--- config.mk ---
export PLATFORM = sky130hd
export DESIGN_NAME = pixfx_unpack
export DESIGN_NICKNAME = d
export VERILOG_FILES = /design/src/pixfx_pkg.sv /design/src/pixfx_unpack.sv
export SDC_FILE = /design/constraint.sdc
export NUM_CORES = 1
export LEC_CHECK = 0
export ABC_AREA = 1
export BUFFER_PORTS_ARGS = -buffer_cell sky130_fd_sc_hd__buf_2
export CAP_MARGIN = 40
export CORE_MARGIN = 5
export CORE_UTILIZATION = 30
export DETAILED_ROUTE_END_ITERATION = 8
export HOLD_SLACK_MARGIN = 0.05
export PLACE_DENSITY = 0.62
export SYNTH_ARGS = -nofsm -noshare
export SYNTH_HDL_FRONTEND = slang
export SYNTH_SLANG_ARGS = --single-unit
--- constraint.sdc ---
create_clock -name sys_clk_i -period 1.2 [get_ports sys_clk_i]
set_input_delay 0.06 -clock sys_clk_i [delete_from_list [all_inputs] [get_ports sys_clk_i]]
set_output_delay 0.06 -clock sys_clk_i [all_outputs]
set_load 0.03 [all_outputs]
--- src/pixfx_pkg.sv ---
// ====================
// Shared widths, types and structs of the pixfx colour engine
// Channels are widened to 6 bits inside the lanes, RGB565 outside
// Addresses count 16-bit words and pass through unchanged
// ====================

package pixfx_pkg;

	// ====================
	// Widths and counts
	// ====================
	localparam int CHAN_W      = 6;  // One widened colour channel
	localparam int FRAC_W      = 6;  // Bilinear fractional weight
	localparam int FRAC_ONE    = 64; // Weight that stands for unity
	localparam int DADR_W      = 24; // Destination address, 16-bit words
	localparam int LANE_COUNT  = 3;  // Red, green, blue
	localparam int LANE_STAGES = 3;  // Blend, decay, alpha mix

	// ====================
	// Plain vector types
	// ====================
	typedef logic [15:0]         rgb565_t;
	typedef logic [CHAN_W-1:0]   chan_t;
	typedef logic [FRAC_W-1:0]   frac_t;
	typedef logic [5:0]          level_t;   // Brightness or opacity, 0 to 63
	typedef logic [DADR_W-1:0]   dadr_t;

	// Input pixel with its four neighbouring texels
	typedef struct packed {
		rgb565_t colora;  // Top left
		rgb565_t colorb;  // Top right
		rgb565_t colorc;  // Bottom left
		rgb565_t colord;  // Bottom right
		rgb565_t dcolor;  // Colour already in the frame buffer
		frac_t   x_frac;
		frac_t   y_frac;
		dadr_t   dadr;
	} pix_in_t;

	typedef struct packed {
		dadr_t   dadr;
		rgb565_t color;
	} pix_out_t;

	// Static levels, only changed while the engine is idle
	typedef struct packed {
		level_t  brightness;
		logic    chroma_key_en;
		rgb565_t chroma_key;
		logic    alpha_en;
		level_t  alpha;   // 63 is fully opaque
	} cfg_t;

	// Operands of one channel lane
	typedef struct packed {
		chan_t a;
		chan_t b;
		chan_t c;
		chan_t d;
		chan_t dst;
		frac_t x_frac;
		frac_t y_frac;
	} lane_in_t;

	typedef struct packed {
		chan_t blended;     // Bilinear result, used for the chroma key
		chan_t final_chan;  // After decay and alpha mix
	} lane_out_t;

endpackage

--- src/pixfx_unpack.sv ---
// ====================
// Feeder stage, registers the pixel and splits it into channel operands
// Loads only on advance with a strobe, validity is tracked by the drain
// ====================

`timescale 1ns/1ps

module pixfx_unpack (
	input  logic                                          sys_clk_i,
	input  logic                                          sys_rst_i,
	input  logic                                          advance_i,
	input  logic                                          pix_stb_i,
	input  pixfx_pkg::pix_in_t                            pix_i,
	output pixfx_pkg::lane_in_t [pixfx_pkg::LANE_COUNT-1:0] lane_ops_o,
	output pixfx_pkg::dadr_t                              dadr_o
);

	pixfx_pkg::pix_in_t pix_q;

	// Widen one channel of an RGB565 colour to 6 bits
	function automatic pixfx_pkg::chan_t widen(
		input pixfx_pkg::rgb565_t c,
		input int                 lane
	);
		pixfx_pkg::chan_t ch;
		case (lane)
			0:       ch = {c[15:11], 1'b0};  // Red gains a zero LSB
			1:       ch = c[10:5];           // Green already 6 bits
			default: ch = {c[4:0], 1'b0};    // Blue gains a zero LSB
		endcase
		return ch;
	endfunction

	// ====================
	// Input register
	// ====================
	always_ff @(posedge sys_clk_i) begin
		if (sys_rst_i) begin
			pix_q <= '0;
		end else if (advance_i && pix_stb_i) begin
			pix_q <= pix_i;
		end
	end

	// ====================
	// Channel split
	// ====================
	always_comb begin
		for (int i = 0; i < pixfx_pkg::LANE_COUNT; i++) begin
			lane_ops_o[i].a      = widen(pix_q.colora, i);
			lane_ops_o[i].b      = widen(pix_q.colorb, i);
			lane_ops_o[i].c      = widen(pix_q.colorc, i);
			lane_ops_o[i].d      = widen(pix_q.colord, i);
			lane_ops_o[i].dst    = widen(pix_q.dcolor, i);
			// Same weights for every channel
			lane_ops_o[i].x_frac = pix_q.x_frac;
			lane_ops_o[i].y_frac = pix_q.y_frac;
		end
	end

	assign dadr_o = pix_q.dadr;  // Address rides the drain delay line

endmodule

==> run summary, run 1 <==
Final wirelength: 14900 µm
DRT antenna net count: 0
Final Power: 11500 µW
Initial Util: 0.303
Resized cells post-CTS: 0
CP top delay family: flip-flops
DRC: 0
Final Cycle Share: 0.911
CP peak stage delay: 400 ps
Final non-filler cell total: 1348
Crit-path slowest cell: dfxtp_1
RSZ-0062 raised after global routing: false
Die Area: 19200 µm²
Post-synth ARST share: 0
Number of DRC markers in iteration 0: 175
Port-buffer cells: 259
Post-layout minimum cycle time: 1090 ps
Grt ovf: 0
Lkg Pwr: 0.00464 µW
Fmax achieved: 0.914 GHz
Number of register bits inferred by synthesis: 116
Outcome: complete, no violations
Max-cap viol count: 0
Arrival time at the worst endpoint: 1030 ps
Biggest area consumer among synthesized cells: dfxtp_1
Sequential-to-total area share from yosys stat: 0.468
Gr usage total: 0.152
Largest net degree at the start of global routing: 63
Final clock skew: 0 ps
Hold Path Depth: 5
Mean Syn Cell Area: 6.45 µm²
Area growth, synth to finish: 62.1%
Clk buf depth: 2
Maximum fanout along the worst path: 4
# setup viols final: 0
Worst min path class: in -> reg
Vias in the first global route: 5016
Vias: 5298
Final GP Congestion: 0.787
Max Transition Viols Final: 0
Layout cells sized above 1: 0.269
Final Hold Fails: 0
H-tree Lvls: 4
Area of the core: 16400 µm²
Startpoint types: register
Maximum vdd drop: 0.000847 V
Clock sinks: 116
Reg clk slew, reported paths: 50 ps
Die Ht: 139 µm
CP Depth: 1
WL per Instance: 11.1 µm
CP Data Required Time: 1140 ps
Fin nets: 1235
TritonCTS clock tree: built
CTS Buf Count: 17
FF-to-FF path depth: 4
Row count: 47
PD cells: 1430 nW/µm²
Main area contributors after synthesis: dfxtp_1, nand2_1, nor2_1, inv_1, buf_4
Prevailing post-synth register cell: dfxtp_1
Fillers: 1565
Setup Total Neg Slack: 0 ps
Antenna violations before repair: 0
Final worst setup slack: 106 ps
First-pass GRT wire length: 24300 µm
Insertion delay to the later sink of the worst-skew pair: 400 ps
Root Buffer: clkbuf_16
DR pass1 iterations: 4
Post-synth EDFFs: 0
Worst path bufs/invs: 1
Nature of the critical path endpoint: output port
Syn. warnings: 0
Diode count: 0
Drt via density: 3.93
Dpl ws: 180 ps
Post-DP HPWL: 9500 µm
Post-synth cell types: 11
Placed Cells: 1200
Chip Width: 139 µm
Synthesized cell area: 4970 µm²
Crit Path Category: reg -> out
Crit path cell chain: buf_2
Top post-synthesis cells by count: nand2_1, nor2_1, dfxtp_1, inv_1, buf_4
Ports: 270
Syn Inst Count: 770
Synth top area share: 0.468
[sequential cells by signal (all words and copies together), names as in the netlist]
name / cells
lane_ops_o: 92
dadr_o: 24
[final timing paths]
kind | slack (ps) | endpoint | startpoint
max | 110 | lane_ops_o[95] | lane_ops_o[11]$_SDFFE_PP0P_
min | 180 | lane_ops_o[41]$_SDFFE_PP0P_ | sys_rst_i
max reg2reg | 490 | lane_ops_o[11]$_SDFFE_PP0P_ | lane_ops_o[11]$_SDFFE_PP0P_
min reg2reg | 500 | lane_ops_o[41]$_SDFFE_PP0P_ | lane_ops_o[41]$_SDFFE_PP0P_
[layout make-up]
cell class                      count  area [µm²]  share of cell area
Timing Repair Buffer              388        2630               0.327
Clock inverter                      9         103              0.0127
Multi-Input combinational cell    475        1800               0.224
Clock buffer                       23         478              0.0594
Inverter                          117         440              0.0547
Tap cell                          220         275              0.0342
Sequential cell                   116        2320               0.289
[cell families after synthesis]
| family | count (synthesis) | synth area share |
|---|---|---|
| other | 1 | 0.000755 |
| buffers and inverters | 188 | 0.180 |
| AND/OR/NAND/NOR | 465 | 0.352 |
| flip-flops | 116 | 0.468 |
[power by group]
group          switching [µW]  internal [µW]
Clock                    1740           3200
Combinational            1400            866
Sequential                136           4120
Total                    3280           8190
[metrics by stage]
step | utilization | hold WS [ps] | instance area, µm²
after global routing | 0.491 | 209 | 8050
after CTS | 0.491 | 179 | 8050
after detailed placement | 0.384 | 286 | 6310
after global placement | 0.384 | 280 | 6310
final | 0.491 | 182 | 8050
after floorplan | - | 195 | 5000
[cells in the final DEF, fill, tap and decap left out]
master / Yosys / routed
nand2_1: 232 / 232
buf_2: 23 / 259
clkinvlp_4: 0 / 3
buf_4: 40 / 7
buf_12: 0 / 6
conb_1: 1 / 10
nor2_1: 232 / 232
dfxtp_1: 116 / 116
clkbuf_1: 7 / 3
clkinv_2: 0 / 5
bufinv_16: 0 / 2
inv_1: 116 / 116
clkbuf_16: 0 / 17
dlygate4sd3_1: 0 / 116
nand2_8: 0 / 1
clkbuf_8: 0 / 3
[worst reg2reg max path, cell delays in order (launching register included)]
cell and delay [ps]:
dfxtp_1 400, inv_1 60, nand2_1 60, nand2_1 50
nor2_1 90
[layer usage]
metal  global-route usage  vias up  routed length (µm)
met3               0.0617       34                1260
met1                0.172     2225                6180
met5                    0        -                   0
met2                0.251      215                6990
li1                     -     2824                   -
met4               0.0736        0                 469
[what timing repair did]
item / 4_1_cts / 5_1_grt
hold buffers: 116 / 0
endpoints found under the hold margin: 116 / 0
setup buffers: 0 / 0
No activity file was read; power rests on OpenSTA's default activity.
==> inputs of run 2 (changes only) <==
- CORE_MARGIN: 5 -> 4
==> run 2 against run 1 <==
Effect of this change: global-route usage up 0.083 points; wire length decreased by 3.1%; critical endpoint unchanged; die area shrank 2.9%; sequential power about the same; highest routed layer unchanged; via count is 1.5% lower; register-to-register slack is essentially flat; largest cell class unchanged.
==> run summary, run 2 (same netlist as run 1, synthesis figures left out) <==
Die Ht: 137 µm (was 139 µm)
Resized cells post-CTS: 0 (unchanged)
Grt ovf: 0 (unchanged)
Post-layout minimum cycle time: 1100 ps (was 1090 ps)
Combinational share of power: 0.202 (was 0.198)
Maximum fanout along the worst path: 4 (unchanged)
Fin nets: 1234 (was 1235)
Antenna violations before repair: 0 (unchanged)
Gr usage total: 0.153 (was 0.152)
First-pass GRT wire length: 23000 µm (was 24300 µm)
Largest net degree at the start of global routing: 64 (was 63)
Layout cells sized above 1: 0.268 (was 0.269)
Nature of the critical path endpoint: output port (unchanged)
Utilization after layout: 0.499 (was 0.491)
Max-cap viol count: 0 (unchanged)
Reg area: 2320 µm² (unchanged)
Vias in the first global route: 5017 (was 5016)
Post-DP HPWL: 9370 µm (was 9500 µm)
Worst path bufs/invs: 1 (unchanged)
Final non-filler cell total: 1343 (was 1348)
PD cells: 1400 nW/µm² (was 1430 nW/µm²)
Max Transition Viols Final: 0 (unchanged)
H-tree Lvls: 4 (unchanged)
Commonest non-fill, non-tap cell in the layout: buf_2 (unchanged)
Sw frac: 0.294 (was 0.286)
DRT antenna net count: 0 (unchanged)
TritonCTS clock tree: built (unchanged)
Setup Total Neg Slack: 0 ps (unchanged)
RSZ-0062 raised after global routing: false (unchanged)
Chip Width: 137 µm (was 139 µm)
Number of DRC markers in iteration 0: 194 (was 175)
Ports: 270 (unchanged)
Final GP Congestion: 0.731 (was 0.787)
Outcome: complete, no violations (unchanged)
Final clock skew: 0 ps (unchanged)
Initial Util: 0.309 (was 0.303)
DR pass1 iterations: 4 (unchanged)
CP Data Required Time: 1140 ps (about the same)
Die Area: 18700 µm² (was 19200 µm²)
Hold_buf cts: 116 (unchanged)
Switch Pwr: 3290 µW (was 3280 µW)
CP top delay family: flip-flops (unchanged)
Power Internal: 7920 µW (was 8190 µW)
Lkg Pwr: 0.00463 µW (was 0.00464 µW)
Crit Path Category: reg -> out (unchanged)
Insertion delay to the later sink of the worst-skew pair: 410 ps (was 400 ps)
Crit-path slowest cell: dfxtp_1 (unchanged)
Final Cycle Share: 0.916 (was 0.911)
Max reg flops: 92 (unchanged)
# setup viols final: 0 (unchanged)
WL per Instance: 10.8 µm (was 11.1 µm)
Final Hold Fails: 0 (unchanged)
Root Buffer: clkbuf_16 (unchanged)
Crit path cell chain: buf_2 (unchanged)
Most frequent cells in the layout: buf_2, nor2_1, nand2_1 (unchanged)
Diode count: 0 (unchanged)
Fmax achieved: 0.909 GHz (was 0.914 GHz)
Port-buffer cells: 259 (unchanged)
Area growth, synth to finish: 61.4% (was 62.1%)
Arrival time at the worst endpoint: 1040 ps (was 1030 ps)
Setup bufs post-CTS: 0 (unchanged)
DRC: 0 (unchanged)
CP peak stage delay: 410 ps (was 400 ps)
Reg clk slew, reported paths: 60 ps (was 50 ps)
Clock network fraction of total power: 0.418 (was 0.431)
Vias: 5220 (was 5298)
Worst min path class: in -> reg (unchanged)
Maximum vdd drop: 0.000920 V (was 0.000847 V)
Fillers: 1528 (was 1565)
Placed Cells: 1195 (was 1200)
Area of the core: 16100 µm² (was 16400 µm²)
Clk buf depth: 2 (unchanged)
Sequential power share: 0.380 (was 0.371)
Multi-input logic area: 1800 µm² (unchanged)
Final wirelength: 14500 µm (was 14900 µm)
Startpoint types: register (unchanged)
Clock sinks: 116 (unchanged)
Drt via density: 3.89 (was 3.93)
Row count: 46 (was 47)
CTS Buf Count: 17 (unchanged)
## run 2: cell types whose count changed in the layout (fill, tap and decap cells not counted), sizes merged
| cell | change |
|---|---|
| clkinv | +2 |
| buf | -1 |
| bufinv | -1 |
| clkbuf | -1 |
## run 2: layer usage
metal  up-vias  global-route usage  routed length (µm)
li1       2820                   -                   -
met1      2174               0.168                5920
met2       197               0.263                6900
met3        29              0.0596                1290
met4         0              0.0683                 335
met5         -                   0                   0
## run 2: power by group through the flow
stage               logic (µW)  registers [µW]  clock network [µW]
global route              2490            4290                4990
detailed placement        1970            4330                   0
floorplan                  872            4850                   0
global placement          1970            4330                   0
CTS                       2270            4250                4850
finish                    2260            4260                4690
## run 2: final timing paths
kind                                       to                        start  cells after the start  slack, ps
setup / recovery               lane_ops_o[95]  lane_ops_o[11]$_SDFFE_PP0P_                      1        100
hold / removal         dadr_o[6]$_SDFFE_PP0P_                    sys_rst_i                      5        180
setup reg to reg  lane_ops_o[11]$_SDFFE_PP0P_  lane_ops_o[11]$_SDFFE_PP0P_                      4        480
hold reg to reg       dadr_o[14]$_SDFFE_PP0P_      dadr_o[14]$_SDFFE_PP0P_                      4        500
## run 2: area by class of cell
| cell class | count | share of cell area |
|---|---|---|
| multi-input combinational | 475 | 0.225 |
| tap | 216 | 0.0337 |
| clock inverter | 10 | 0.0103 |
| sequential | 116 | 0.290 |
| timing repair buffer | 387 | 0.329 |
| clock buffer | 22 | 0.0579 |
| inverter | 117 | 0.0550 |
## run 2: metrics by stage
step | hold slack, ps | setup WS (ps) | cell area (µm²) | power (µW)
6_report | 176 | 100 | 8010 | 11200
5_1_grt | 211 | 31.5 | 8010 | 11800
4_1_cts | 172 | 83.0 | 8010 | 11400
3_5_place_dp | 286 | 190 | 6310 | 6300
3_3_place_gp | 280 | 198 | 6310 | 6290
2_1_floorplan | 195 | 381 | 5000 | 5730
==> inputs of run 3 (changes only) <==
- clock period: 1.2 -> 1.25 ns (I/O delays scaled with it)
==> run 3 against run 2 <==
Effect of this change: cell count grew 0.30%; clock-buffer cell count shrank 1; die area is the same; global-route usage grew 0.29 points; setup slack gained 48 ps; via count grew 2.2%; first-iteration DRC count shrank 16%; power grew 0.90%; worst hold slack gained 13 ps; register-to-register slack gained 60 ps; non-clock buffer count grew 4; wire length grew 2.9%.
==> run summary, run 3 (same netlist as run 1, synthesis figures left out) <==
Clock sinks: 116 (unchanged)
Max-cap viol count: 0 (unchanged)
CTS Buf Count: 17 (unchanged)
Grt ovf: 0 (unchanged)
Outcome: complete, no violations (unchanged)
Commonest non-fill, non-tap cell in the layout: buf_2 (unchanged)
Final GP Congestion: 0.730 (was 0.731)
Placed Cells: 1199 (was 1195)
PD cells: 1400 nW/µm² (about the same)
Worst path bufs/invs: 1 (unchanged)
Root Buffer: clkbuf_16 (unchanged)
Lkg Pwr: 0.00467 µW (was 0.00463 µW)
Startpoint types: register (unchanged)
WL per Instance: 11.0 µm (was 10.8 µm)
DR pass1 iterations: 7 (was 4)
RSZ-0062 raised after global routing: false (unchanged)
Final worst setup slack: 148 ps (was 100 ps)
Largest net degree at the start of global routing: 64 (unchanged)
Reg area: 2320 µm² (unchanged)
CP Data Required Time: 1190 ps (was 1140 ps)
Final Hold Fails: 0 (unchanged)
Most frequent cells in the layout: buf_2, nor2_1, nand2_1 (unchanged)
Met3 wire len: 1220 µm (was 1290 µm)
Clk buf depth: 2 (unchanged)
First-pass GRT wire length: 23400 µm (was 23000 µm)
Row count: 46 (unchanged)
Insertion delay to the later sink of the worst-skew pair: 400 ps (was 410 ps)
DRT antenna net count: 0 (unchanged)
Initial Util: 0.309 (unchanged)
Number of DRC markers in iteration 0: 162 (was 194)
Final Cycle Share: 0.881
Multi-input logic area: 1800 µm² (unchanged)
Utilization after layout: 0.503 (was 0.499)
# setup viols final: 0 (unchanged)
Dpl ws: 226 ps (was 190 ps)
Crit path cell chain: buf_2 (unchanged)
H-tree Lvls: 4 (unchanged)
Antenna violations before repair: 0 (unchanged)
Drt via density: 3.96 (was 3.89)
Worst min path class: in -> reg (unchanged)
Met2 wire len: 7320 µm (was 6900 µm)
Fin nets: 1238 (was 1234)
Ports: 270 (unchanged)
Chip Width: 137 µm (unchanged)
DRC: 0 (unchanged)
Wl on met1: 6040 µm (was 5920 µm)
CP top delay family: flip-flops (unchanged)
Maximum vdd drop: 0.000833 V (was 0.000920 V)
Max Transition Viols Final: 0 (unchanged)
Reg clk slew, reported paths: 50 ps (was 60 ps)
Crit Path Category: reg -> out (unchanged)
CP peak stage delay: 400 ps (was 410 ps)
Post-DP HPWL: 9520 µm (was 9370 µm)
Arrival time at the worst endpoint: 1040 ps (about the same)
Max reg flops: 92 (unchanged)
Final non-filler cell total: 1347 (was 1343)
Resized cells post-CTS: 0 (unchanged)
Maximum fanout along the worst path: 4 (unchanged)
Diode count: 0 (unchanged)
Fillers: 1523 (was 1528)
Vias: 5335 (was 5220)
Die Ht: 137 µm (unchanged)
DR top layer: met4 (unchanged)
Area of the core: 16100 µm² (unchanged)
Gr usage total: 0.156 (was 0.153)
Area growth, synth to finish: 62.7% (was 61.4%)
Nature of the critical path endpoint: output port (unchanged)
Fmax achieved: 0.908 GHz
Crit-path slowest cell: dfxtp_1 (unchanged)
Port-buffer cells: 259 (unchanged)
Final clock skew: 0 ps (unchanged)
Final wirelength: 14900 µm (was 14500 µm)
Final Power: 11300 µW (was 11200 µW)
Vias in the first global route: 5054 (was 5017)
TritonCTS clock tree: built (unchanged)
Layout cells sized above 1: 0.271 (was 0.268)
Die Area: 18700 µm² (unchanged)
Post-layout minimum cycle time: 1100 ps
Setup Total Neg Slack: 0 ps (unchanged)
run 3: report_power, final:
part	switching, µW	internal, µW	leakage, µW
sequential	129	3960	0.000958
combinational	1350	834	0.00341
clock	1680	3370	0.000300
total	3150	8160	0.00467
run 3: per-layer routing:
metal | GRT usage | up-vias
li1 | - | 2830
met1 | 0.176 | 2286
met2 | 0.269 | 195
met3 | 0.0522 | 24
met4 | 0.0666 | 0
met5 | 0 | -
run 3: final timing paths:
| path | start | end | slack [ps] | cells after the start |
|---|---|---|---|---|
| max reg2reg | lane_ops_o[11]$_SDFFE_PP0P_ | lane_ops_o[11]$_SDFFE_PP0P_ | 540 | 4 |
| max | lane_ops_o[11]$_SDFFE_PP0P_ | lane_ops_o[53] | 150 | 1 |
| min | sys_rst_i | dadr_o[14]$_SDFFE_PP0P_ | 190 | 5 |
| min reg2reg | lane_ops_o[67]$_SDFFE_PP0P_ | lane_ops_o[67]$_SDFFE_PP0P_ | 500 | 4 |
run 3: stage by stage:
stage,hold WS (ps),cell area [µm²]
after global placement,283,6310
after floorplan,197,5000
after global routing,207,8080
final,188,8080
after detailed placement,289,6310
after CTS,176,8080
run 3: cell type report:
cell class              count  area share
multi-input cells         475       0.223
repair buffers            391       0.327
inverters                 117      0.0545
well taps                 216      0.0334
clock inverters            11      0.0195
flip-flops and latches    116       0.287
clock buffers              21      0.0557
run 3: what timing repair did:
action                                 4_1_cts  5_1_grt
buffers inserted                             0        0
endpoints found under the hold margin      116        0
hold buffers                               116        0
