==> src/pixfx_pkg.sv <==
// ====================
// Shared widths, types and structs of the pixfx colour engine
// Channels are widened to 6 bits inside the lanes, RGB565 outside
// Addresses count 16-bit words and pass through unchanged
// ====================

package pixfx_pkg;

	// ====================
	// Widths and counts
	// ====================
	localparam int CHAN_W      = 6;  // One widened colour channel
	localparam int FRAC_W      = 6;  // Bilinear fractional weight
	localparam int FRAC_ONE    = 64; // Weight that stands for unity
	localparam int DADR_W      = 24; // Destination address, 16-bit words
	localparam int LANE_COUNT  = 3;  // Red, green, blue
	localparam int LANE_STAGES = 3;  // Blend, decay, alpha mix

	// ====================
	// Plain vector types
	// ====================
	typedef logic [15:0]         rgb565_t;
	typedef logic [CHAN_W-1:0]   chan_t;
	typedef logic [FRAC_W-1:0]   frac_t;
	typedef logic [5:0]          level_t;   // Brightness or opacity, 0 to 63
	typedef logic [DADR_W-1:0]   dadr_t;

	// Input pixel with its four neighbouring texels
	typedef struct packed {
		rgb565_t colora;  // Top left
		rgb565_t colorb;  // Top right
		rgb565_t colorc;  // Bottom left
		rgb565_t colord;  // Bottom right
		rgb565_t dcolor;  // Colour already in the frame buffer
		frac_t   x_frac;
		frac_t   y_frac;
		dadr_t   dadr;
	} pix_in_t;

	typedef struct packed {
		dadr_t   dadr;
		rgb565_t color;
	} pix_out_t;

	// Static levels, only changed while the engine is idle
	typedef struct packed {
		level_t  brightness;
		logic    chroma_key_en;
		rgb565_t chroma_key;
		logic    alpha_en;
		level_t  alpha;   // 63 is fully opaque
	} cfg_t;

	// Operands of one channel lane
	typedef struct packed {
		chan_t a;
		chan_t b;
		chan_t c;
		chan_t d;
		chan_t dst;
		frac_t x_frac;
		frac_t y_frac;
	} lane_in_t;

	typedef struct packed {
		chan_t blended;     // Bilinear result, used for the chroma key
		chan_t final_chan;  // After decay and alpha mix
	} lane_out_t;

endpackage

==> src/pixfx_pack.sv <==
// ====================
// Drain stage, owns flow control, chroma key and the output register
// A keyed pixel never reaches the output register
// ====================

`timescale 1ns/1ps

module pixfx_pack (
	input  logic                                           sys_clk_i,
	input  logic                                           sys_rst_i,
	input  pixfx_pkg::cfg_t                                cfg_i,
	input  logic                                           pix_stb_i,
	input  pixfx_pkg::dadr_t                               dadr_i,
	input  pixfx_pkg::lane_out_t [pixfx_pkg::LANE_COUNT-1:0] lane_res_i,
	input  logic                                           pix_ack_i,
	output logic                                           advance_o,
	output logic                                           pix_ack_o,
	output logic                                           pix_stb_o,
	output pixfx_pkg::pix_out_t                            pix_o,
	output logic                                           busy_o
);

	logic                              ready_q;  // Opens the input one cycle after reset
	logic [pixfx_pkg::LANE_STAGES:0]   vld_q;    // Bit 0 feeder, top bit last lane stage
	pixfx_pkg::dadr_t                  adr_q [pixfx_pkg::LANE_STAGES];
	logic                              out_vld_q;
	pixfx_pkg::pix_out_t               out_q;
	pixfx_pkg::rgb565_t                blend_565;
	pixfx_pkg::rgb565_t                final_565;
	logic                              keyed;
	logic                              advance;

	// Back to 5-6-5, red and blue drop their LSB
	function automatic pixfx_pkg::rgb565_t repack(
		input pixfx_pkg::chan_t r,
		input pixfx_pkg::chan_t g,
		input pixfx_pkg::chan_t b
	);
		return {r[5:1], g, b[5:1]};
	endfunction

	assign blend_565 = repack(lane_res_i[0].blended, lane_res_i[1].blended,
		lane_res_i[2].blended);
	assign final_565 = repack(lane_res_i[0].final_chan, lane_res_i[1].final_chan,
		lane_res_i[2].final_chan);
	assign keyed = cfg_i.chroma_key_en && (blend_565 == cfg_i.chroma_key);

	// ====================
	// Flow control
	// ====================
	assign advance   = ready_q & (~out_vld_q | pix_ack_i);  // Whole pipe moves or freezes
	assign advance_o = advance;
	assign pix_ack_o = advance;
	assign pix_stb_o = out_vld_q;
	assign pix_o     = out_q;
	assign busy_o    = (|vld_q) | out_vld_q;

	always_ff @(posedge sys_clk_i) begin
		if (sys_rst_i) begin
			ready_q   <= 1'b0;
			vld_q     <= '0;
			out_vld_q <= 1'b0;
		end else begin
			ready_q <= 1'b1;
			if (advance) begin
				vld_q     <= {vld_q[pixfx_pkg::LANE_STAGES-1:0], pix_stb_i};
				out_vld_q <= vld_q[pixfx_pkg::LANE_STAGES] & ~keyed;
			end
		end
	end

	// Address delay line and output payload
	always_ff @(posedge sys_clk_i) begin
		if (advance) begin
			adr_q[0] <= dadr_i;
			for (int i = 1; i < pixfx_pkg::LANE_STAGES; i++) begin
				adr_q[i] <= adr_q[i-1];
			end
			if (vld_q[pixfx_pkg::LANE_STAGES] && !keyed) begin
				out_q.dadr  <= adr_q[pixfx_pkg::LANE_STAGES-1];
				out_q.color <= final_565;
			end
		end
	end

endmodule

==> config.mk <==
export PLATFORM = sky130hd
export DESIGN_NAME = pixfx_pack
export DESIGN_NICKNAME = d
export VERILOG_FILES = /design/src/pixfx_pkg.sv /design/src/pixfx_pack.sv
export SDC_FILE = /design/constraint.sdc
export NUM_CORES = 1
export LEC_CHECK = 0
export ABC_CLOCK_PERIOD_IN_PS = 5740
export BUFFER_PORTS_ARGS = -buffer_cell sky130_fd_sc_hd__buf_2
export CAP_MARGIN = 25
export CORE_MARGIN = 2
export CORE_UTILIZATION = 35
export DETAILED_ROUTE_END_ITERATION = 12
export GPL_ROUTABILITY_DRIVEN = 1
export HOLD_SLACK_MARGIN = 0.15
export SLEW_MARGIN = 5
export SYNTH_ARGS = -nofsm -noshare
export SYNTH_HDL_FRONTEND = slang
export SYNTH_SLANG_ARGS = --single-unit
==> constraint.sdc <==
create_clock -name sys_clk_i -period 5.74 [get_ports sys_clk_i]
set_clock_uncertainty 0.1 [all_clocks]
set_input_delay 1.722 -clock sys_clk_i [delete_from_list [all_inputs] [get_ports sys_clk_i]]
set_output_delay 1.722 -clock sys_clk_i [all_outputs]
set_load 0.02 [all_outputs]
==> results of run 1 <==
-- layer usage --
| metal | global-route usage (%) | share of wire (%) |
|---|---|---|
| met1 | 10.96 | 40 |
| met2 | 17.16 | 52 |
| met3 | 4.581 | 6.6 |
| met4 | 6.319 | 1.4 |
| met5 | 0 | 0 |
-- cells in the mapped netlist (all sizes together) --
cell,n,area [sq um]
o311ai,1,8.760
xor2,5,43.79
xnor2,11,96.34
a21oi,5,25.02
inv,3,11.26
nor4,3,25.02
buf,1,7.510
nand3,1,5.000
o21ai,1,8.760
and3,1,7.510
a311o,1,10.01
nand2,12,45.04
dfxtp,6,120.1
nand4,2,12.51
edfxtp,112,3363
-- stage by stage --
| step | setup slack [ns] | hold slack [ns] | std cells |
|---|---|---|---|
| after floorplan | 0.1292 | 0.3003 | 165 |
| after global placement | 1.431 | 0.3003 | 423 |
| after detailed placement | 1.411 | 0.3045 | 423 |
| after CTS | 1.408 | 0.3154 | 455 |
| after global routing | 1.352 | 0.3188 | 455 |
| final | 1.417 | 0.3143 | 455 |
-- cell type report --
class,instances,area [sq um]
multi-input combinational,43,299.0
clock buffer,19,421.7
inverter,3,12.51
fill,880,5280
clock inverter,13,126.4
tap,136,170.2
timing repair buffer,123,623.1
sequential,118,3483
-- flip-flops by register name, summed over array words and instances, names as in the netlist --
signal	cells
adr_q	72
pix_o	40
vld_q	4
pix_stb_o	1
ready_q	1
-- kinds of logic (layout without fill, tap and decap cells) --
group / Yosys count / after routing / share of synthesized area, %
simple gates: 19 / 19 / 2.509
flops: 118 / 118 / 91.91
buf+inv: 4 / 158 / 0.4953
compound gates: 8 / 8 / 1.387
xor+xnor: 16 / 16 / 3.697
-- where the power goes --
group | switching [mW] | internal [mW]
combinational | 0.0299 | 0.0286
sequential | 0.00670 | 0.977
clock | 0.369 | 0.579
total | 0.406 | 1.58
-- cells in the final DEF (no fill, tap or decap), drive strengths merged --
cell type	netlist	layout
buf	1	123
edfxtp	112	112
clkbuf	0	19
nand2	12	12
xnor2	11	11
clkinv	0	7
dfxtp	6	6
xor2	5	5
a21oi	5	5
inv	3	5
clkinvlp	0	3
nor4	3	3
nand4	2	2
o21ai	1	1
and3	1	1
a311o	1	1
nand3	1	1
o311ai	1	1
bufinv	0	1
-- worst max-delay path by stage --
stage	from	endpoint	slack, ns
after floorplan	pix_ack_i	pix_ack_o	0.13
after global placement	pix_ack_i	advance_o	1.43
after detailed placement	pix_ack_i	advance_o	1.41
after CTS	pix_ack_i	advance_o	1.41
after global routing	pix_ack_i	advance_o	1.35
final	pix_ack_i	advance_o	1.42
==> metrics, run 1 <==
post-route setup TNS=0 ns; H-tree level count=4; CP Data Arrival Time=between 2 and 3 ns; Setup Crit Path Kind=in2out; Post-DP HPWL=3.826 mm; TritonRoute pass-1 iters=4; initial core utilization=36.38%; final wirelength=5.748 mm; mean post-synth cell area=22.97 sq um; Slew @ Worst Pin=0.6873 ns; Slew Viols, Final=0; first-pass GRT wire length=between 8 and 9 mm; area grow syn2layout=35.52%; clock root buffer=clkbuf_8; R2R Path End=pix_o[32]; Global Route Usage Sum=10.40%; fin crit share=75.32%; Syn Std Cell Area=3790 sq um; Yosys cell types=16; Max IR drop VDD=0.2095 mV; core area=10420 sq um; power per cell area=387.5 nW/um^2; Die ar.=11680 sq um; # IOs=138; Yosys warning count=0; First DRT Iteration DRCs=around 50; Largest delay share family, worst path=buffers and inverters; number of global-route vias before repair=1889; Worst path max stage delay=0.30 ns; status=finished clean; antenna-violating nets left=0; RSZ-0062 raised after global routing=false; Max stage delay cell, worst path=o21ai_2; CP Max Fanout=8; Clock Pin Slew Worst Setup and Hold Paths=0.06 ns; worst hold path type=reg2reg; most used cell, CP=buf_2; Pleak=1.956 nW; antenna fix cells=0; critical path startpoint category=input port; dpl cell area=~4600 sq um; CP bufs+invs=3; initial antenna violation count=0; Clk Latency, worst-skew pair=approximately 0.49 ns; Critical Path, Cell by Cell=buf_2 -> o21ai_2 -> clkinv_2 -> buf_2; GR Overflow Total=0; post-synthesis net count=approximately 260; die height=~110 um; nets=400; CTS Hold Buffers Added=0; layout cells sized above 1=49.53%; reg-to-reg startpoint=pix_stb_o; post-route cell area=5136 sq um; # Post-CTS Setup Buffers=0; sequential fraction of the synthesis area=91.91%; CP Capture Type=primary output; row count=37; post-CTS sizing=0; Mapped Cells=165; Port Buffers=120; Vias/cell=4.262; WP data required=~4 ns; Final setup violation count=0; Tmin final=around 4.3 ns; flops & latches, synth=118; Die Wd=between 100 and 150 um; Min-Delay Path Depth=0; # DRC=0; pin count of the biggest net entering global routing=46; Sinks on Clock Net=118; average wire per standard cell=12.63 um; R2R depth=7; relative slew slack=a little over half; Hold Crit Start=adr_q[2][23]; Stages on worst setup path=4; fmax=231.3 MHz; final core occ=roughly half; Clock Tree Buf Depth=2; R2R Setup Slk=around 3.1 ns; Worst Hold Endpoint=pix_o[39]; final RePlAce weighted congestion=0.6655; DR vias=1939; max_cap viols=0; final hold violations=0; CTS tree=yes; Power Total=~2 mW; CTS buffer count=17
No activity file was read; power rests on OpenSTA's default activity.
==> inputs of run 2 (changes only) <==
--- a/config.mk
+++ b/config.mk
@@ -5,7 +5,7 @@
 export SDC_FILE = /design/constraint.sdc
 export NUM_CORES = 1
 export LEC_CHECK = 0
-export ABC_CLOCK_PERIOD_IN_PS = 5740
+export ABC_CLOCK_PERIOD_IN_PS = 4500
 export BUFFER_PORTS_ARGS = -buffer_cell sky130_fd_sc_hd__buf_2
 export CAP_MARGIN = 25
 export CORE_MARGIN = 2
==> constraint.sdc (replaced) <==
create_clock -name sys_clk_i -period 4.5 [get_ports sys_clk_i]
set_clock_uncertainty 0.1 [all_clocks]
set_input_delay 1.35 -clock sys_clk_i [delete_from_list [all_inputs] [get_ports sys_clk_i]]
set_output_delay 1.35 -clock sys_clk_i [all_outputs]
set_load 0.02 [all_outputs]
==> run 2 against run 1 <==
  * Worst hold slack worse by 0.0050 ns
  * Die area stayed put
  * Power rose by 27%
  * Core utilization up 0.20 points
  * Largest power group unchanged
==> metrics, run 2 (synthesized netlist as in run 1, its figures left out) <==
initial core utilization=36.38%; Vias/cell=4.114; worst setup margin=between 0.9 and 1 ns; Setup Crit Path Kind=in2out; CP Data Arrival Time=2.09 ns; GR Overflow Total=0; hold slack=0.3094 ns; row count=37; Final setup violation count=0; Pleak=1.954 nW; Max IR drop VDD=approximately 0.23 mV; fmax=282.3 MHz; commonest cells after routing, fill and taps aside=buf_2, edfxtp_1, clkbuf_16, nand2_1, xnor2_1; CTS Hold Buffers Added=0; Reg with most FFs=adr_q; relative slew slack=between 50% and 60%; dpl cell area=4611 sq um; post-CTS sizing=0; nets=400; internal power=2.022 mW; Clock Tree Buf Depth=2; status=finished clean; CP startpoint=pix_ack_i; H-tree level count=4; final core occ=about 50%; Power Total=roughly 2.5 mW; Port Buffers=120; worst slack at placement=0.9450 ns; Slew @ Worst Pin=0.6831 ns; sequential share of power=about half; clock root buffer=clkbuf_8; pin count of the biggest net entering global routing=58; power per cell area=491.4 nW/um^2; R2R Setup Slk=2.25 ns; antenna fix cells=0; core area=~10000 sq um; CTS buffer count=17; CP Capture Type=primary output; Sinks on Clock Net=118; # IOs=approximately 140; die height=108.1 um; Clock Pin Slew Worst Setup and Hold Paths=approximately 0.06 ns; antenna-violating nets left=0; average wire per standard cell=12.57 um; First DRT Iteration DRCs=62; max reg flops=72; post-route cell area=5157 sq um; DR vias=about 1900; Post-DP HPWL=3.928 mm; clock share of power=a little under half; number of global-route vias before repair=between 1500 and 2000; Switching Fraction=20.24%; final hold violations=0; # Post-CTS Setup Buffers=0; final wirelength=~5.7 mm; layout cells sized above 1=about half; most common cell after layout, fill and taps aside=buf_2; Tmin final=3.542 ns; CTS tree=yes; RSZ-0062 raised after global routing=false; # DRC=0; Filler Cells Inserted=883; initial antenna violation count=0; Net Sw Power=slightly above 0.5 mW; TritonRoute pass-1 iters=4; WP data required=3.05 ns; Die ar.=11680 sq um; max_cap viols=0; critical path startpoint category=input port; CP Max Fanout=8; first-pass GRT wire length=8.818 mm; Global Route Usage Sum=about a tenth; Clk Latency, worst-skew pair=between 0.4 and 0.5 ns; area grow syn2layout=36.08%; worst hold path type=reg2reg; reg-to-reg startpoint=pix_stb_o; Comb pwr share=2.9%; fin crit share=78.72%; Hold Crit Start=adr_q[0][8]; Die Wd=approximately 110 um; final RePlAce weighted congestion=0.6582; Slew Viols, Final=0
[run 2: changes by cell type in the layout (fill, tap and decap cells not counted)]
cell	previous run	this run
o21ai_2	1	0
clkinv_2	3	1
clkinv_4	4	3
clkinvlp_4	3	4
inv_6	2	3
buf_12	0	1
o21ai_4	0	1
buf_4	3	2
clkinv_1	0	1
[run 2: worst max-delay path, cell delays in order]
cell and delay (ns):
buf_2 0.11, o21ai_4 0.24, clkinvlp_4 0.20, buf_2 0.19
[run 2: through the flow]
stage	setup TNS, ns	std cells
floorplan	-0.0004050	165
global placement	0	423
detailed placement	0	423
CTS	0	455
global route	0	455
finish	0	455
[run 2: layout make-up]
type,count,area (sq um),share of cell area (%)
sequential,118,3483,67.54
timing repair buffer,123,635.6,12.32
clock buffer,19,421.7,8.176
multi-input combinational,43,306.5,5.944
tap,136,170.2,3.299
clock inverter,13,125.1,2.426
inverter,3,15.01,0.2911
[run 2: path summary, 6_finish.rpt]
| path | end | cells after the start |
|---|---|---|
| min | adr_q[1][8] | 0 |
| min reg2reg | adr_q[1][8] | 0 |
| max | advance_o | 4 |
| max reg2reg | pix_o[22] | 7 |
[run 2: metal layers]
metal  GRT usage (%)  vias to the layer above  part of all wire [%]
met5               0                        -                     0
met4           6.319                        0                   2.6
met3           4.099                       12                   5.6
met2           18.87                       67                    55
met1           9.763                      865                    37
li1                -                      928                     -
[run 2: power by group through the flow]
stage / Combinational [mW] / Sequential, mW / Clock, mW
floorplan: 0.0309 / 1.28 / 0
global placement: 0.0736 / 1.28 / 0
detailed placement: 0.0763 / 1.28 / 0
CTS: 0.0764 / 1.26 / 1.24
global route: 0.0835 / 1.26 / 1.28
finish: 0.0745 / 1.26 / 1.20
==> inputs of run 3 (changes only) <==
--- a/config.mk
+++ b/config.mk
@@ -5,7 +5,7 @@
 export SDC_FILE = /design/constraint.sdc
 export NUM_CORES = 1
 export LEC_CHECK = 0
-export ABC_CLOCK_PERIOD_IN_PS = 4500
+export ABC_CLOCK_PERIOD_IN_PS = 2850
 export BUFFER_PORTS_ARGS = -buffer_cell sky130_fd_sc_hd__buf_2
 export CAP_MARGIN = 25
 export CORE_MARGIN = 2
==> constraint.sdc (replaced) <==
create_clock -name sys_clk_i -period 2.85 [get_ports sys_clk_i]
set_clock_uncertainty 0.1 [all_clocks]
set_input_delay 0.855 -clock sys_clk_i [delete_from_list [all_inputs] [get_ports sys_clk_i]]
set_output_delay 0.855 -clock sys_clk_i [all_outputs]
set_load 0.02 [all_outputs]
==> run 3 against run 2 <==
  * Global-route usage up 0.39 points
  * Combinational power up 61%
  * Sequential cell count unchanged
  * Via count up 1.8%
  * Clock-buffer cell count down 1
  * First-iteration DRC count down 16%
  * Largest cell class unchanged
==> metrics, run 3 (synthesized netlist as in run 1, its figures left out) <==
Clk Latency, worst-skew pair=0.50 ns; CP Max Fanout=8; critical path startpoint category=input port; H-tree level count=4; antenna-violating nets left=0; final RePlAce weighted congestion=between 0.6 and 0.7; sequential share of power=a little under half; GR Overflow Total=0; clock share of power=between 50% and 60%; CP Data Arrival Time=1.68 ns; max_cap viols=0; R2R depth=7; nets=between 400 and 500; Final setup violation count=0; first-pass GRT wire length=8.997 mm; area grow syn2layout=38.36%; Vias/cell=4.168; Multi-input gate area=between 300 and 400 sq um; power per cell area=813.9 nW/um^2; post-CTS sizing=0; CP Capture Type=primary output; CTS buffer count=17; Comb pwr share=2.8%; Die ar.=11680 sq um; First DRT Iteration DRCs=between 50 and 60; Clock Pin Slew Worst Setup and Hold Paths=0.06 ns; commonest cells after routing, fill and taps aside=buf_2, edfxtp_1, clkbuf_16, nand2_1, xnor2_1; post-route cell area=5244 sq um; relative slew slack=62.23%; Port Buffers=120; Clock Tree Buf Depth=2; Min-Delay Path Depth=0; Max IR drop VDD=0.4101 mV; # IOs=approximately 140; CTS tree=yes; # DRC=0; final hold violations=0; antenna fix cells=0; TritonRoute pass-1 iters=4; Tmin final=2.638 ns; WP data required=1.90 ns; final wirelength=around 5.7 mm; most common cell after layout, fill and taps aside=buf_2; row count=37; clock root buffer=clkbuf_8; max reg flops=72; Filler Cells Inserted=882; Switching Fraction=a little under a fifth; Slew Viols, Final=0; CTS Hold Buffers Added=0; status=finished clean; dpl cell area=4626 sq um; core area=10420 sq um; internal power=between 3 and 4 mW; Post-DP HPWL=approximately 3.8 mm; Net Sw Power=a little over 0.8 mW; initial core utilization=36.38%; RSZ-0062 raised after global routing=false; Global Route Usage Sum=10.79%; average wire per standard cell=around 13 um; initial antenna violation count=0; Storage cell area=3483 sq um; worst hold path type=reg2reg; Pleak=2.009 nW; fmax=379.0 MHz; die height=108.1 um; Slew @ Worst Pin=approximately 0.57 ns; Die Wd=108.1 um; # Post-CTS Setup Buffers=0; layout cells sized above 1=approximately half; post-route setup TNS=0 ns; DR vias=1905; number of global-route vias before repair=1917; Reg with most FFs=adr_q; Sinks on Clock Net=118; fin crit share=92.57%; Setup Crit Path Kind=in2out; pin count of the biggest net entering global routing=48
## run 3: through the flow
stage / hold slack (ns) / util (%) / total power [mW] / setup WS [ns] / instances
final: 0.3095 / 50.34 / 4.268 / 0.2117 / 457
after global routing: 0.3128 / 50.34 / 4.434 / 0.08149 / 457
after CTS: 0.3101 / 50.34 / 4.327 / 0.1460 / 457
after detailed placement: 0.3045 / 44.41 / 2.140 / 0.1900 / 425
after global placement: 0.3001 / 44.41 / 2.132 / 0.1957 / 425
after floorplan: 0.3003 / - / 2.064 / -0.6604 / 165
## run 3: final timing paths
kind | start | to | slack (ns)
setup / recovery | pix_ack_i | advance_o | 0.21
hold / removal | adr_q[1][12] | adr_q[2][12] | 0.31
setup reg to reg | pix_stb_o | pix_o[8] | 0.88
hold reg to reg | adr_q[1][12] | adr_q[2][12] | 0.31
## run 3: power groups by stage
stage	Clock (mW)	Sequential, mW	Combinational, mW
6_report	2.17	1.98	0.120
3_3_place_gp	0	2.01	0.117
3_5_place_dp	0	2.02	0.122
5_1_grt	2.31	1.99	0.134
4_1_cts	2.22	1.98	0.122
2_1_floorplan	0	2.02	0.0489
## run 3: worst max-delay path, stage by stage
cell	delay, ns
buf_2	0.11
o21ai_4	0.25
clkinvlp_4	0.25
buf_2	0.21
## run 3: final cells by class
type                            count  area share [%]
Sequential cell                   118           66.43
Timing Repair Buffer              125           12.41
Clock buffer                       18           7.969
Multi-Input combinational cell     43           5.846
Clock inverter                     14           3.818
Tap cell                          136           3.245
Inverter                            3          0.2863
## run 3: metal layers
| layer | GRT usage, % | up-vias | share of wire, % |
|---|---|---|---|
| met5 | 0 | - | 0 |
| met4 | 6.136 | 0 | 2.0 |
| met1 | 11.24 | 900 | 39 |
| li1 | - | 930 | - |
| met2 | 17.25 | 66 | 52 |
| met3 | 5.967 | 9 | 7.1 |
