File: src/pixfx_pkg.sv
// ====================
// Shared widths, types and structs of the pixfx colour engine
// Channels are widened to 6 bits inside the lanes, RGB565 outside
// Addresses count 16-bit words and pass through unchanged
// ====================

package pixfx_pkg;

	// ====================
	// Widths and counts
	// ====================
	localparam int CHAN_W      = 6;  // One widened colour channel
	localparam int FRAC_W      = 6;  // Bilinear fractional weight
	localparam int FRAC_ONE    = 64; // Weight that stands for unity
	localparam int DADR_W      = 24; // Destination address, 16-bit words
	localparam int LANE_COUNT  = 3;  // Red, green, blue
	localparam int LANE_STAGES = 3;  // Blend, decay, alpha mix

	// ====================
	// Plain vector types
	// ====================
	typedef logic [15:0]         rgb565_t;
	typedef logic [CHAN_W-1:0]   chan_t;
	typedef logic [FRAC_W-1:0]   frac_t;
	typedef logic [5:0]          level_t;   // Brightness or opacity, 0 to 63
	typedef logic [DADR_W-1:0]   dadr_t;

	// Input pixel with its four neighbouring texels
	typedef struct packed {
		rgb565_t colora;  // Top left
		rgb565_t colorb;  // Top right
		rgb565_t colorc;  // Bottom left
		rgb565_t colord;  // Bottom right
		rgb565_t dcolor;  // Colour already in the frame buffer
		frac_t   x_frac;
		frac_t   y_frac;
		dadr_t   dadr;
	} pix_in_t;

	typedef struct packed {
		dadr_t   dadr;
		rgb565_t color;
	} pix_out_t;

	// Static levels, only changed while the engine is idle
	typedef struct packed {
		level_t  brightness;
		logic    chroma_key_en;
		rgb565_t chroma_key;
		logic    alpha_en;
		level_t  alpha;   // 63 is fully opaque
	} cfg_t;

	// Operands of one channel lane
	typedef struct packed {
		chan_t a;
		chan_t b;
		chan_t c;
		chan_t d;
		chan_t dst;
		frac_t x_frac;
		frac_t y_frac;
	} lane_in_t;

	typedef struct packed {
		chan_t blended;     // Bilinear result, used for the chroma key
		chan_t final_chan;  // After decay and alpha mix
	} lane_out_t;

endpackage

File: src/pixfx_lane.sv
// ====================
// One colour channel, three stages: bilinear blend, decay, alpha mix
// All stages move together on advance_i, results truncate toward zero
// ====================

`timescale 1ns/1ps

module pixfx_lane (
	input  logic                 sys_clk_i,
	input  logic                 sys_rst_i,
	input  logic                 advance_i,
	input  pixfx_pkg::cfg_t      cfg_i,
	input  pixfx_pkg::lane_in_t  ops_i,
	output pixfx_pkg::lane_out_t res_o
);

	// Blend weights, 0 to 64
	logic [pixfx_pkg::FRAC_W:0] wx0;
	logic [pixfx_pkg::FRAC_W:0] wx1;
	logic [pixfx_pkg::FRAC_W:0] wy0;
	logic [pixfx_pkg::FRAC_W:0] wy1;

	// Weighted sums, weights add up to one so nothing overflows
	logic [pixfx_pkg::CHAN_W+2*pixfx_pkg::FRAC_W-1:0] blend_sum;
	logic [pixfx_pkg::CHAN_W+pixfx_pkg::FRAC_W-1:0]   decay_prod;
	logic [pixfx_pkg::CHAN_W+pixfx_pkg::FRAC_W-1:0]   mix_sum;

	logic [6:0]       bright_p1;
	logic [6:0]       alpha_p1;
	pixfx_pkg::level_t alpha_inv;
	pixfx_pkg::chan_t  mix_chan;

	// Stage registers
	pixfx_pkg::chan_t s1_blend;
	pixfx_pkg::chan_t s1_dst;
	pixfx_pkg::chan_t s2_blend;
	pixfx_pkg::chan_t s2_decay;
	pixfx_pkg::chan_t s2_dst;
	pixfx_pkg::chan_t s3_blend;
	pixfx_pkg::chan_t s3_final;

	// ====================
	// Stage 1 blend
	// ====================
	assign wx1 = {1'b0, ops_i.x_frac};
	assign wy1 = {1'b0, ops_i.y_frac};
	assign wx0 = (pixfx_pkg::FRAC_W+1)'(pixfx_pkg::FRAC_ONE) - wx1;
	assign wy0 = (pixfx_pkg::FRAC_W+1)'(pixfx_pkg::FRAC_ONE) - wy1;

	assign blend_sum = ops_i.a * wx0 * wy0
		+ ops_i.b * wx1 * wy0
		+ ops_i.c * wx0 * wy1
		+ ops_i.d * wx1 * wy1;

	// ====================
	// Stage 2 decay
	// ====================
	assign bright_p1  = {1'b0, cfg_i.brightness} + 7'd1;
	assign decay_prod = s1_blend * bright_p1;

	// ====================
	// Stage 3 alpha mix
	// ====================
	assign alpha_p1  = {1'b0, cfg_i.alpha} + 7'd1;
	assign alpha_inv = 6'd63 - cfg_i.alpha;
	assign mix_sum   = s2_decay * alpha_p1 + s2_dst * alpha_inv;
	assign mix_chan  = cfg_i.alpha_en ? mix_sum[11:6] : s2_decay;

	always_ff @(posedge sys_clk_i) begin
		if (sys_rst_i) begin
			s1_blend <= '0;
			s1_dst   <= '0;
			s2_blend <= '0;
			s2_decay <= '0;
			s2_dst   <= '0;
			s3_blend <= '0;
			s3_final <= '0;
		end else if (advance_i) begin
			s1_blend <= blend_sum[17:12];  // Divide by 4096
			s1_dst   <= ops_i.dst;
			s2_blend <= s1_blend;
			s2_decay <= decay_prod[11:6];  // Divide by 64
			s2_dst   <= s1_dst;
			s3_blend <= s2_blend;
			s3_final <= mix_chan;
		end
	end

	assign res_o.blended    = s3_blend;
	assign res_o.final_chan = s3_final;

endmodule

File: config.mk
export PLATFORM = sky130hd
export DESIGN_NAME = pixfx_lane
export DESIGN_NICKNAME = d
export VERILOG_FILES = /design/src/pixfx_pkg.sv /design/src/pixfx_lane.sv
export SDC_FILE = /design/constraint.sdc
export NUM_CORES = 1
export LEC_CHECK = 0
export BUFFER_PORTS_ARGS = -buffer_cell sky130_fd_sc_hd__clkbuf_2
export CORE_MARGIN = 2
export CORE_UTILIZATION = 39
export CTS_CLUSTER_DIAMETER = 120
export DETAILED_ROUTE_END_ITERATION = 16
export PLACE_DENSITY = 0.56
export REMOVE_ABC_BUFFERS = 1
export SLEW_MARGIN = 5
export SYNTH_ARGS = -nofsm -noshare
export SYNTH_HDL_FRONTEND = slang
export SYNTH_SLANG_ARGS = --single-unit
File: constraint.sdc
create_clock -name sys_clk_i -period 13.19 [get_ports sys_clk_i]
set_clock_uncertainty 0.15 [all_clocks]
set_input_delay 1.9785 -clock sys_clk_i [delete_from_list [all_inputs] [get_ports sys_clk_i]]
set_output_delay 1.9785 -clock sys_clk_i [all_outputs]
set_load 0.02 [all_outputs]
==> flow_summary.toml, run 1 <==
[clock_network]
clk_pin_slew_ps = 60
root_buffer = "clkbuf_16"
cts_buffers = 5
cts_tree = "done"
htreeDepth = 2
holdBufCountCts = 0
clk_latency_ps = 290
numClockSinks = 42
clockBufferDepth = 2

[global_routing]
grt_max_degree = 50
grt_pass1_wl_um = 82200
grt_pass1_vias = 16147
antenna_found_initial = 1
grtUsageTotal = 0.193
grt.overflow.total = 0

[worst_setup_path]
critical_path.max_fanout = 11
rr_worst_depth = 17
slowest_delay_ps = 550
rr_startpoint = "s2_dst[2]$_SDFFE_PP0P_"
rrSetupSlack_ps = 7830
crit_required_ps = 13230
cp_common_cell = "fa_1"
critPathSlowestCell = "fa_1"
end_kind = "register"
r2r-end = "s3_final[5]$_SDFFE_PP0P_"
worstSetupStartpointType = "primary input"
cp.arrival_ps = 12490
critPathKind = "primary input to register"

[die]
rows = 82
core_area_um2 = 50000
die_h_um = 229
die_w_um = 229
die_area_um2 = 52300
start_util = 0.394
io_pins = 87

[routing]
viasPerCell = 4.87
ant_nets = 0
drtIter0Drc = 688
dr.pass1.iters = 5
vias = 14508
wl_per_cell_um = 15.7
wirelength_um = 46900
drc = 0

[logic_synthesis]
seq_area_frac_synth = 0.0427
syn_inst = 2263
synth_top_area_share = 0.425
synth_edf_count = 0
yosys.area_share.simple = 0.185
synth_fa_ha_area_frac = 0.562
ys_async_sr_fraction = 0
synthXorXnorAreaFrac = 0.0350
synth-seq-cells = 42
synthFlopType = "dfxtp_1"
synthDistinctLibCells = 57
synthTopCellsByArea = "fa_1, ha_1, inv_1"
syn_avg_cell_area_um2 = 8.70
synth_top_family_by_area = "adder cells"
synth_compound_area_frac = 0.0402
yosys.area.top_type = "fa_1"
syn_area_um2 = 19700
synthMuxAreaShare = 0.0163
ys_warn_count = 0

[finish]
mostFrequentLayoutCell = "inv_1"
seq_area_um2 = 841
layout_common_cells = "inv_1, fa_1, nand2_1"
nFillCells = 5058
num-nets-final = 3017
drive_gt1_frac = 0.0585
area_growth_pct = 7.09
multi_input_area_um2 = 16500

[sta]
slew_headroom = 0.344
tns_ps = 0
clock.fmax_mhz = 80.3
hold_viol = 0
period_needed_ps = 12450
final-setup-viol-count = 0
rsz0062_at_grt = "no"
worst_slew_pin_slew_ps = 977
period_share = 0.944
finalMaxSlewViolations = 0

[placed_design]
place.gp.congestion = 0.872
port_buffers = 69
dp_hpwl_um = 40200

[worst_hold_path]
hold_path.class = "register to register"
min-delay-start = "s3_final[2]$_SDFFE_PP0P_"
hold_depth = 2
min_to = "s3_final[2]$_SDFFE_PP0P_"

[outcome]
status = "finished clean"

[job]
max_cap_viol_count = 0
[worst max-delay path, delay by kind of cell]
family / cells / cell delay (ps)
adders and majority gates: 12 / 5710
AOI/OAI and AO/OA: 7 / 1610
and+or+nand+nor: 8 / 1600
xor gates and xnor gates: 3 / 980
buffers and inverters: 8 / 600
[cells by family after synthesis]
family | after synthesis
compound gates | 114
xor+xnor | 77
fa+ha+maj | 634
buf+inv | 623
flops | 42
mux | 32
simple gates | 741
[area by class of cell]
cell class | instances | area share
diodes | 1 | 0.000119
clock inverters | 3 | 0.00113
repair buffers | 111 | 0.0313
clock buffers | 5 | 0.00593
inverters | 550 | 0.0979
flip-flops and latches | 42 | 0.0399
well taps | 672 | 0.0399
multi-input cells | 1598 | 0.784
[routing by layer]
layer / global-route usage / up-vias / routed length [µm]
met1: 0.259 / 7443 / 20800
met4: 0.0233 / 0 / 473
met2: 0.352 / 243 / 24100
met3: 0.0109 / 29 / 1520
met5: 0 / - / 0
li1: - / 6793 / -
[worst max-delay path by stage]
| stage | startpoint | to | depth (start not counted) |
|---|---|---|---|
| floorplan | ops_i[8] | s1_blend[5]$_SDFFE_PP0P_ | 36 |
| global placement | ops_i[8] | s1_blend[5]$_SDFFE_PP0P_ | 39 |
| global route | ops_i[8] | s1_blend[5]$_SDFFE_PP0P_ | 39 |
| finish | ops_i[8] | s1_blend[5]$_SDFFE_PP0P_ | 38 |
| detailed placement | ops_i[8] | s1_blend[5]$_SDFFE_PP0P_ | 39 |
| CTS | ops_i[8] | s1_blend[5]$_SDFFE_PP0P_ | 39 |
[flip-flops by register name (all words and copies together), names as in the netlist]
register and flops:
s2_dst 6, s3_blend 6, s2_blend 6, s1_blend 6, s3_final 6, s1_dst 6, s2_decay 6
[cell usage after synthesis, types with 2 or more instances]
library cell / number
o21ai_1: 2
or2_2: 3
and2_1: 198
a311oi_1: 2
nor3b_1: 8
nand2_1: 251
nand4b_1: 2
mux2i_1: 32
or3_1: 7
a31o_2: 2
o21bai_1: 7
nand4_1: 2
o21ai_0: 18
or4_1: 2
nor2b_1: 33
o2111ai_1: 3
a2111oi_0: 2
clkbuf_1: 67
a211oi_1: 8
and3_1: 14
a21boi_0: 7
xnor2_1: 52
xor2_1: 24
ha_1: 216
o211ai_1: 4
a31oi_1: 5
fa_1: 418
nor2_1: 140
nand2b_1: 35
a21o_1: 8
nor4_1: 3
o21a_1: 4
o311a_1: 2
buf_1: 5
nor3_1: 16
a21oi_1: 27
dfxtp_1: 42
a2111oi_2: 2
inv_1: 550
nand3_1: 23
[metrics by stage]
stage / setup WS (ps) / hold WS (ps) / instance area (µm²) / instances / util
after floorplan: 807 / 310 / 19400 / 2190 / -
after global placement: 356 / 323 / 20900 / 2973 / 0.419
after detailed placement: 299 / 331 / 20900 / 2973 / 0.419
after CTS: 554 / 339 / 21100 / 2981 / 0.422
after global routing: 28.6 / 362 / 21100 / 2981 / 0.422
final: 742 / 337 / 21100 / 2982 / 0.422
[what timing repair did]
item	in CTS	in global routing
resized for setup	0	4
setup buffers	0	0
endpoints found under the setup margin	0	1
Power of run 1 is not shown: default switching activity piles up to over one toggle a cycle in this logic, so the estimate is an artifact.
==> run 2: changes to the inputs <==
--- a/config.mk
+++ b/config.mk
@@ -10,7 +10,7 @@
 export CORE_UTILIZATION = 39
 export CTS_CLUSTER_DIAMETER = 120
 export DETAILED_ROUTE_END_ITERATION = 16
-export PLACE_DENSITY = 0.56
+export PLACE_DENSITY = 0.64
 export REMOVE_ABC_BUFFERS = 1
 export SLEW_MARGIN = 5
 export SYNTH_ARGS = -nofsm -noshare
==> constraint.sdc (replaced) <==
create_clock -name sys_clk_i -period 15.86 [get_ports sys_clk_i]
set_clock_uncertainty 0.15 [all_clocks]
set_input_delay 2.379 -clock sys_clk_i [delete_from_list [all_inputs] [get_ports sys_clk_i]]
set_output_delay 2.379 -clock sys_clk_i [all_outputs]
set_load 0.02 [all_outputs]
==> flow_summary.toml, run 2 (synthesized netlist as in run 1, its figures left out) <==
[die]
io_pins = 87
die_w_um = 229
rows = 82
core_area_um2 = 50000
die_area_um2 = 52300
die_h_um = 229
start_util = 0.394

[global_routing]
grt_max_degree = 50
grt_pass1_wl_um = 77800
antenna_found_initial = 0
grtUsageTotal = 0.181
grt_pass1_vias = 15859
grt.overflow.total = 0

[finish]
area_growth_pct = 5.94
multi_input_area_um2 = 16500
seq_area_um2 = 841
nFillCells = 4954
drive_gt1_frac = 0.0456
num-nets-final = 2990
mostFrequentLayoutCell = "inv_1"
layout_common_cells = "inv_1, fa_1, nand2_1"

[clock_network]
clk_latency_ps = 280
htreeDepth = 2
clockBufferDepth = 2
cts_setup_buffers = 0
clk_pin_slew_ps = 60
holdBufCountCts = 0
ctsResizeCount = 0
cts_buffers = 5
numClockSinks = 42
root_buffer = "clkbuf_16"
cts_tree = "done"

[worst_setup_path]
slowest_delay_ps = 910
crit_required_ps = 15890
cp.arrival_ps = 14240
critPathSlowestCell = "xnor2_1"
crit_start = "ops_i[7]"
worstSetupStartpointType = "primary input"
r2r-end = "s3_final[4]$_SDFFE_PP0P_"
end_kind = "register"
critPathKind = "primary input to register"
cp_common_cell = "fa_1"
rrSetupSlack_ps = 10360
rr_worst_depth = 17
critical_path.max_fanout = 15
rr_startpoint = "s2_dst[2]$_SDFFE_PP0P_"
worstSetupEndpoint = "s1_blend[5]$_SDFFE_PP0P_"

[placed_design]
dp_hpwl_um = 38500
port_buffers = 69
place.gp.congestion = 0.868

[routing]
viasPerCell = 4.90
wl_met2_um = 22500
drtIter0Drc = 632
wl_met3_um = 1900
drc = 0
wl_per_cell_um = 15.3
ant_nets = 0
highest_layer = "met4"
wl_met1_um = 19200
dr.pass1.iters = 6
wirelength_um = 45100
vias = 14467

[sta]
worst_slew_pin_slew_ps = 1160
slew_headroom = 0.220
clock.fmax_mhz = 70.4
finalMaxSlewViolations = 0
hold_viol = 0
period_share = 0.896
tns_ps = 0
period_needed_ps = 14210
rsz0062_at_grt = "no"
final-setup-viol-count = 0

[job]
max_cap_viol_count = 0

[outcome]
status = "finished clean"

[worst_hold_path]
hold_path.class = "register to register"
run 2: final cells by class:
| cell class | instances | share of cell area |
|---|---|---|
| Multi-Input combinational cell | 1598 | 0.791 |
| Clock inverter | 2 | 0.000660 |
| Sequential cell | 42 | 0.0403 |
| Inverter | 550 | 0.0990 |
| Timing Repair Buffer | 84 | 0.0220 |
| Clock buffer | 6 | 0.00618 |
| Antenna cell | 1 | 0.000120 |
| Tap cell | 672 | 0.0403 |
run 2: worst min path at each step:
stage | from | end | slack (ps) | cells past startpoint
floorplan | s1_dst[0]$_SDFFE_PP0P_ | s1_dst[0]$_SDFFE_PP0P_ | 310 | 2
global placement | s1_dst[0]$_SDFFE_PP0P_ | s1_dst[0]$_SDFFE_PP0P_ | 320 | 2
detailed placement | s3_final[1]$_SDFFE_PP0P_ | s3_final[1]$_SDFFE_PP0P_ | 330 | 2
CTS | s3_final[1]$_SDFFE_PP0P_ | s3_final[1]$_SDFFE_PP0P_ | 340 | 2
global route | s3_final[0]$_SDFFE_PP0P_ | s3_final[0]$_SDFFE_PP0P_ | 360 | 2
finish | s3_final[1]$_SDFFE_PP0P_ | s3_final[1]$_SDFFE_PP0P_ | 340 | 2
run 2: routing by layer:
metal	up-vias	GRT usage
met5	-	0
met4	0	0.0535
met3	72	0.0150
met2	315	0.326
met1	7344	0.231
li1	6736	-
run 2: through the flow:
step | std cells | area (µm²) | setup WS [ps] | utilization | hold WS, ps
floorplan | 2190 | 19400 | 3080 | - | 310
global placement | 2946 | 20700 | 1670 | 0.415 | 323
detailed placement | 2946 | 20700 | 1410 | 0.415 | 330
CTS | 2954 | 20900 | 1670 | 0.417 | 338
global route | 2954 | 20900 | 919 | 0.417 | 364
finish | 2955 | 20900 | 1650 | 0.417 | 336
run 2: worst max-delay path: cells and delay by family:
kind            cells  cell delay, ps
compound gates     11            2490
xor+xnor            2            1350
fa+ha+maj          13            5960
buf+inv             7             640
simple gates        5            1420
Power of run 2 is left out for the same reason.
==> run 3: changes to the inputs <==
--- a/config.mk
+++ b/config.mk
@@ -5,6 +5,7 @@
 export SDC_FILE = /design/constraint.sdc
 export NUM_CORES = 1
 export LEC_CHECK = 0
+export ABC_AREA = 1
 export BUFFER_PORTS_ARGS = -buffer_cell sky130_fd_sc_hd__clkbuf_2
 export CORE_MARGIN = 2
 export CORE_UTILIZATION = 39
==> flow_summary.toml, run 3 <==
[outcome]
status = "finished clean"

[die]
start_util = 0.396
core_area_um2 = 50400
die_w_um = 230
rows = 82
die_h_um = 230
die_area_um2 = 53000
io_pins = 87

[sta]
whs_ps = 320
clock.fmax_mhz = 78.2
final-setup-viol-count = 0
finalMaxSlewViolations = 0
period_needed_ps = 12780
slew_headroom = 0.415
hold_viol = 0
tns_ps = 0
worst_slew_pin_slew_ps = 871
period_share = 0.806
fin_ws_ps = 3080
rsz0062_at_grt = "no"

[logic_synthesis]
synth_edf_count = 0
synth-seq-cells = 42
syn_inst = 2606
yosys.area.top_type = "fa_1"
synth_top_area_share = 0.419
synthFlopType = "dfxtp_1"
synthTopCellsByArea = "fa_1, inv_1, ha_1"
yosysMostFrequentCell = "inv_1"
syn_avg_cell_area_um2 = 7.66
ys_warn_count = 0
seq_area_frac_synth = 0.0421
ys_async_sr_fraction = 0
synthDistinctLibCells = 52
syn_area_um2 = 20000
netlist_top_cells_count = "inv_1, nand2_1, fa_1"

[worst_setup_path]
critPathSlowestCell = "fa_1"
cp_common_cell = "fa_1"
critical_path.max_fanout = 27
end_kind = "register"
worstSetupStartpointType = "primary input"
critPathTopFamily = "adder cells"
rrSetupSlack_ps = 10780
cp.arrival_ps = 12830
critPathKind = "primary input to register"
crit_required_ps = 15900
rr_worst_depth = 19
slowest_delay_ps = 580
r2r-end = "s3_final[5]$_SDFFE_PP0P_"
rr_startpoint = "s2_dst[4]$_SDFFE_PP0P_"
path_buf_inv = 10

[finish]
fin_util = 0.419
mostFrequentLayoutCell = "inv_1"
num-nets-final = 3343
nFillCells = 5075
drive_gt1_frac = 0.0505
area_growth_pct = 5.75
antenna_cells = 0
layout_common_cells = "inv_1, nand2_1, fa_1"

[clock_network]
cts_tree = "done"
clk_pin_slew_ps = 70
numClockSinks = 42
ctsResizeCount = 0
cts_setup_buffers = 0
root_buffer = "clkbuf_16"
holdBufCountCts = 0
cts_buffers = 5
clk_latency_ps = 300
htreeDepth = 2
clockBufferDepth = 2

[worst_hold_path]
hold_path.class = "register to register"
min_to = "s3_final[2]$_SDFFE_PP0P_"
hold_depth = 2
min-delay-start = "s3_final[2]$_SDFFE_PP0P_"

[global_routing]
antenna_found_initial = 0
grt.overflow.total = 0
grt_pass1_wl_um = 81800
grt_pass1_vias = 17342
grt_max_degree = 43
grtUsageTotal = 0.188

[job]
max_cap_viol_count = 0

[routing]
wl_per_cell_um = 14.2
dr.pass1.iters = 5
ant_nets = 0
wirelength_um = 47000
viasPerCell = 4.82
drtIter0Drc = 825
vias = 15950
drc = 0

[placed_design]
dp_hpwl_um = 40600
port_buffers = 69
place.gp.congestion = 0.877
pre_cts_slack_ps = 2780
run 3: changes by cell type in the layout (fill, tap and decap cells not counted), sizes merged, moves of 25 or more:
cell    previous run  this run
a21oi             27        82
and2             198         1
inv              550       774
mux2i             32         0
nand2            251       520
nand2b            35         0
nand3             23        48
nor2             140       289
nor2b             33         0
o21ai             21        55
xnor2             52        19
run 3: through the flow:
step / std cells / area, µm²
finish: 3307 / 21100
global route: 3307 / 21100
CTS: 3307 / 21100
detailed placement: 3299 / 21000
global placement: 3299 / 21000
floorplan: 2552 / 19700
run 3: logic make-up after synthesis:
family                     after synthesis  share of synthesized area
buffers and inverters                  829                      0.158
DFF                                     42                     0.0421
xor gates and xnor gates                40                     0.0179
and+or+nand+nor                        896                      0.182
AOI/OAI and AO/OA                      165                     0.0454
adders and majority gates              634                      0.555
run 3: how the worst max path moves through the flow:
stage              from                       end  depth (start not counted)  slack [ps]
2_1_floorplan  ops_i[6]  s1_blend[2]$_SDFFE_PP0P_                         42        4500
3_3_place_gp   ops_i[6]  s1_blend[2]$_SDFFE_PP0P_                         43        2850
3_5_place_dp   ops_i[6]  s1_blend[2]$_SDFFE_PP0P_                         43        2780
4_1_cts        ops_i[6]  s1_blend[2]$_SDFFE_PP0P_                         43        3070
5_1_grt        ops_i[6]  s1_blend[5]$_SDFFE_PP0P_                         44        2320
6_report       ops_i[6]  s1_blend[2]$_SDFFE_PP0P_                         43        3080
run 3: worst reg2reg max path, delay by kind of cell (launching register included):
family / cells / cell delay, ps
simple gates: 3 / 480
xor+xnor: 1 / 100
fa+ha+maj: 6 / 2760
flops: 1 / 360
compound gates: 5 / 860
buf+inv: 4 / 270
run 3: layout make-up:
cell class              count  area (µm²)  share of cell area
well taps                 672         841              0.0398
multi-input cells        1735       16000               0.757
clock inverters             3        25.0             0.00119
inverters                 775        2920               0.138
clock buffers               5         125             0.00593
repair buffers             75         390              0.0185
flip-flops and latches     42         841              0.0398
run 3: per-layer routing:
| metal | up-vias | wire length [µm] | track usage |
|---|---|---|---|
| li1 | 7562 | - | - |
| met1 | 7870 | 19800 | 0.237 |
| met2 | 418 | 23300 | 0.341 |
| met3 | 100 | 2380 | 0.0175 |
| met4 | 0 | 1560 | 0.0552 |
| met5 | - | 0 | 0 |
Power of run 3 is left out for the same reason.
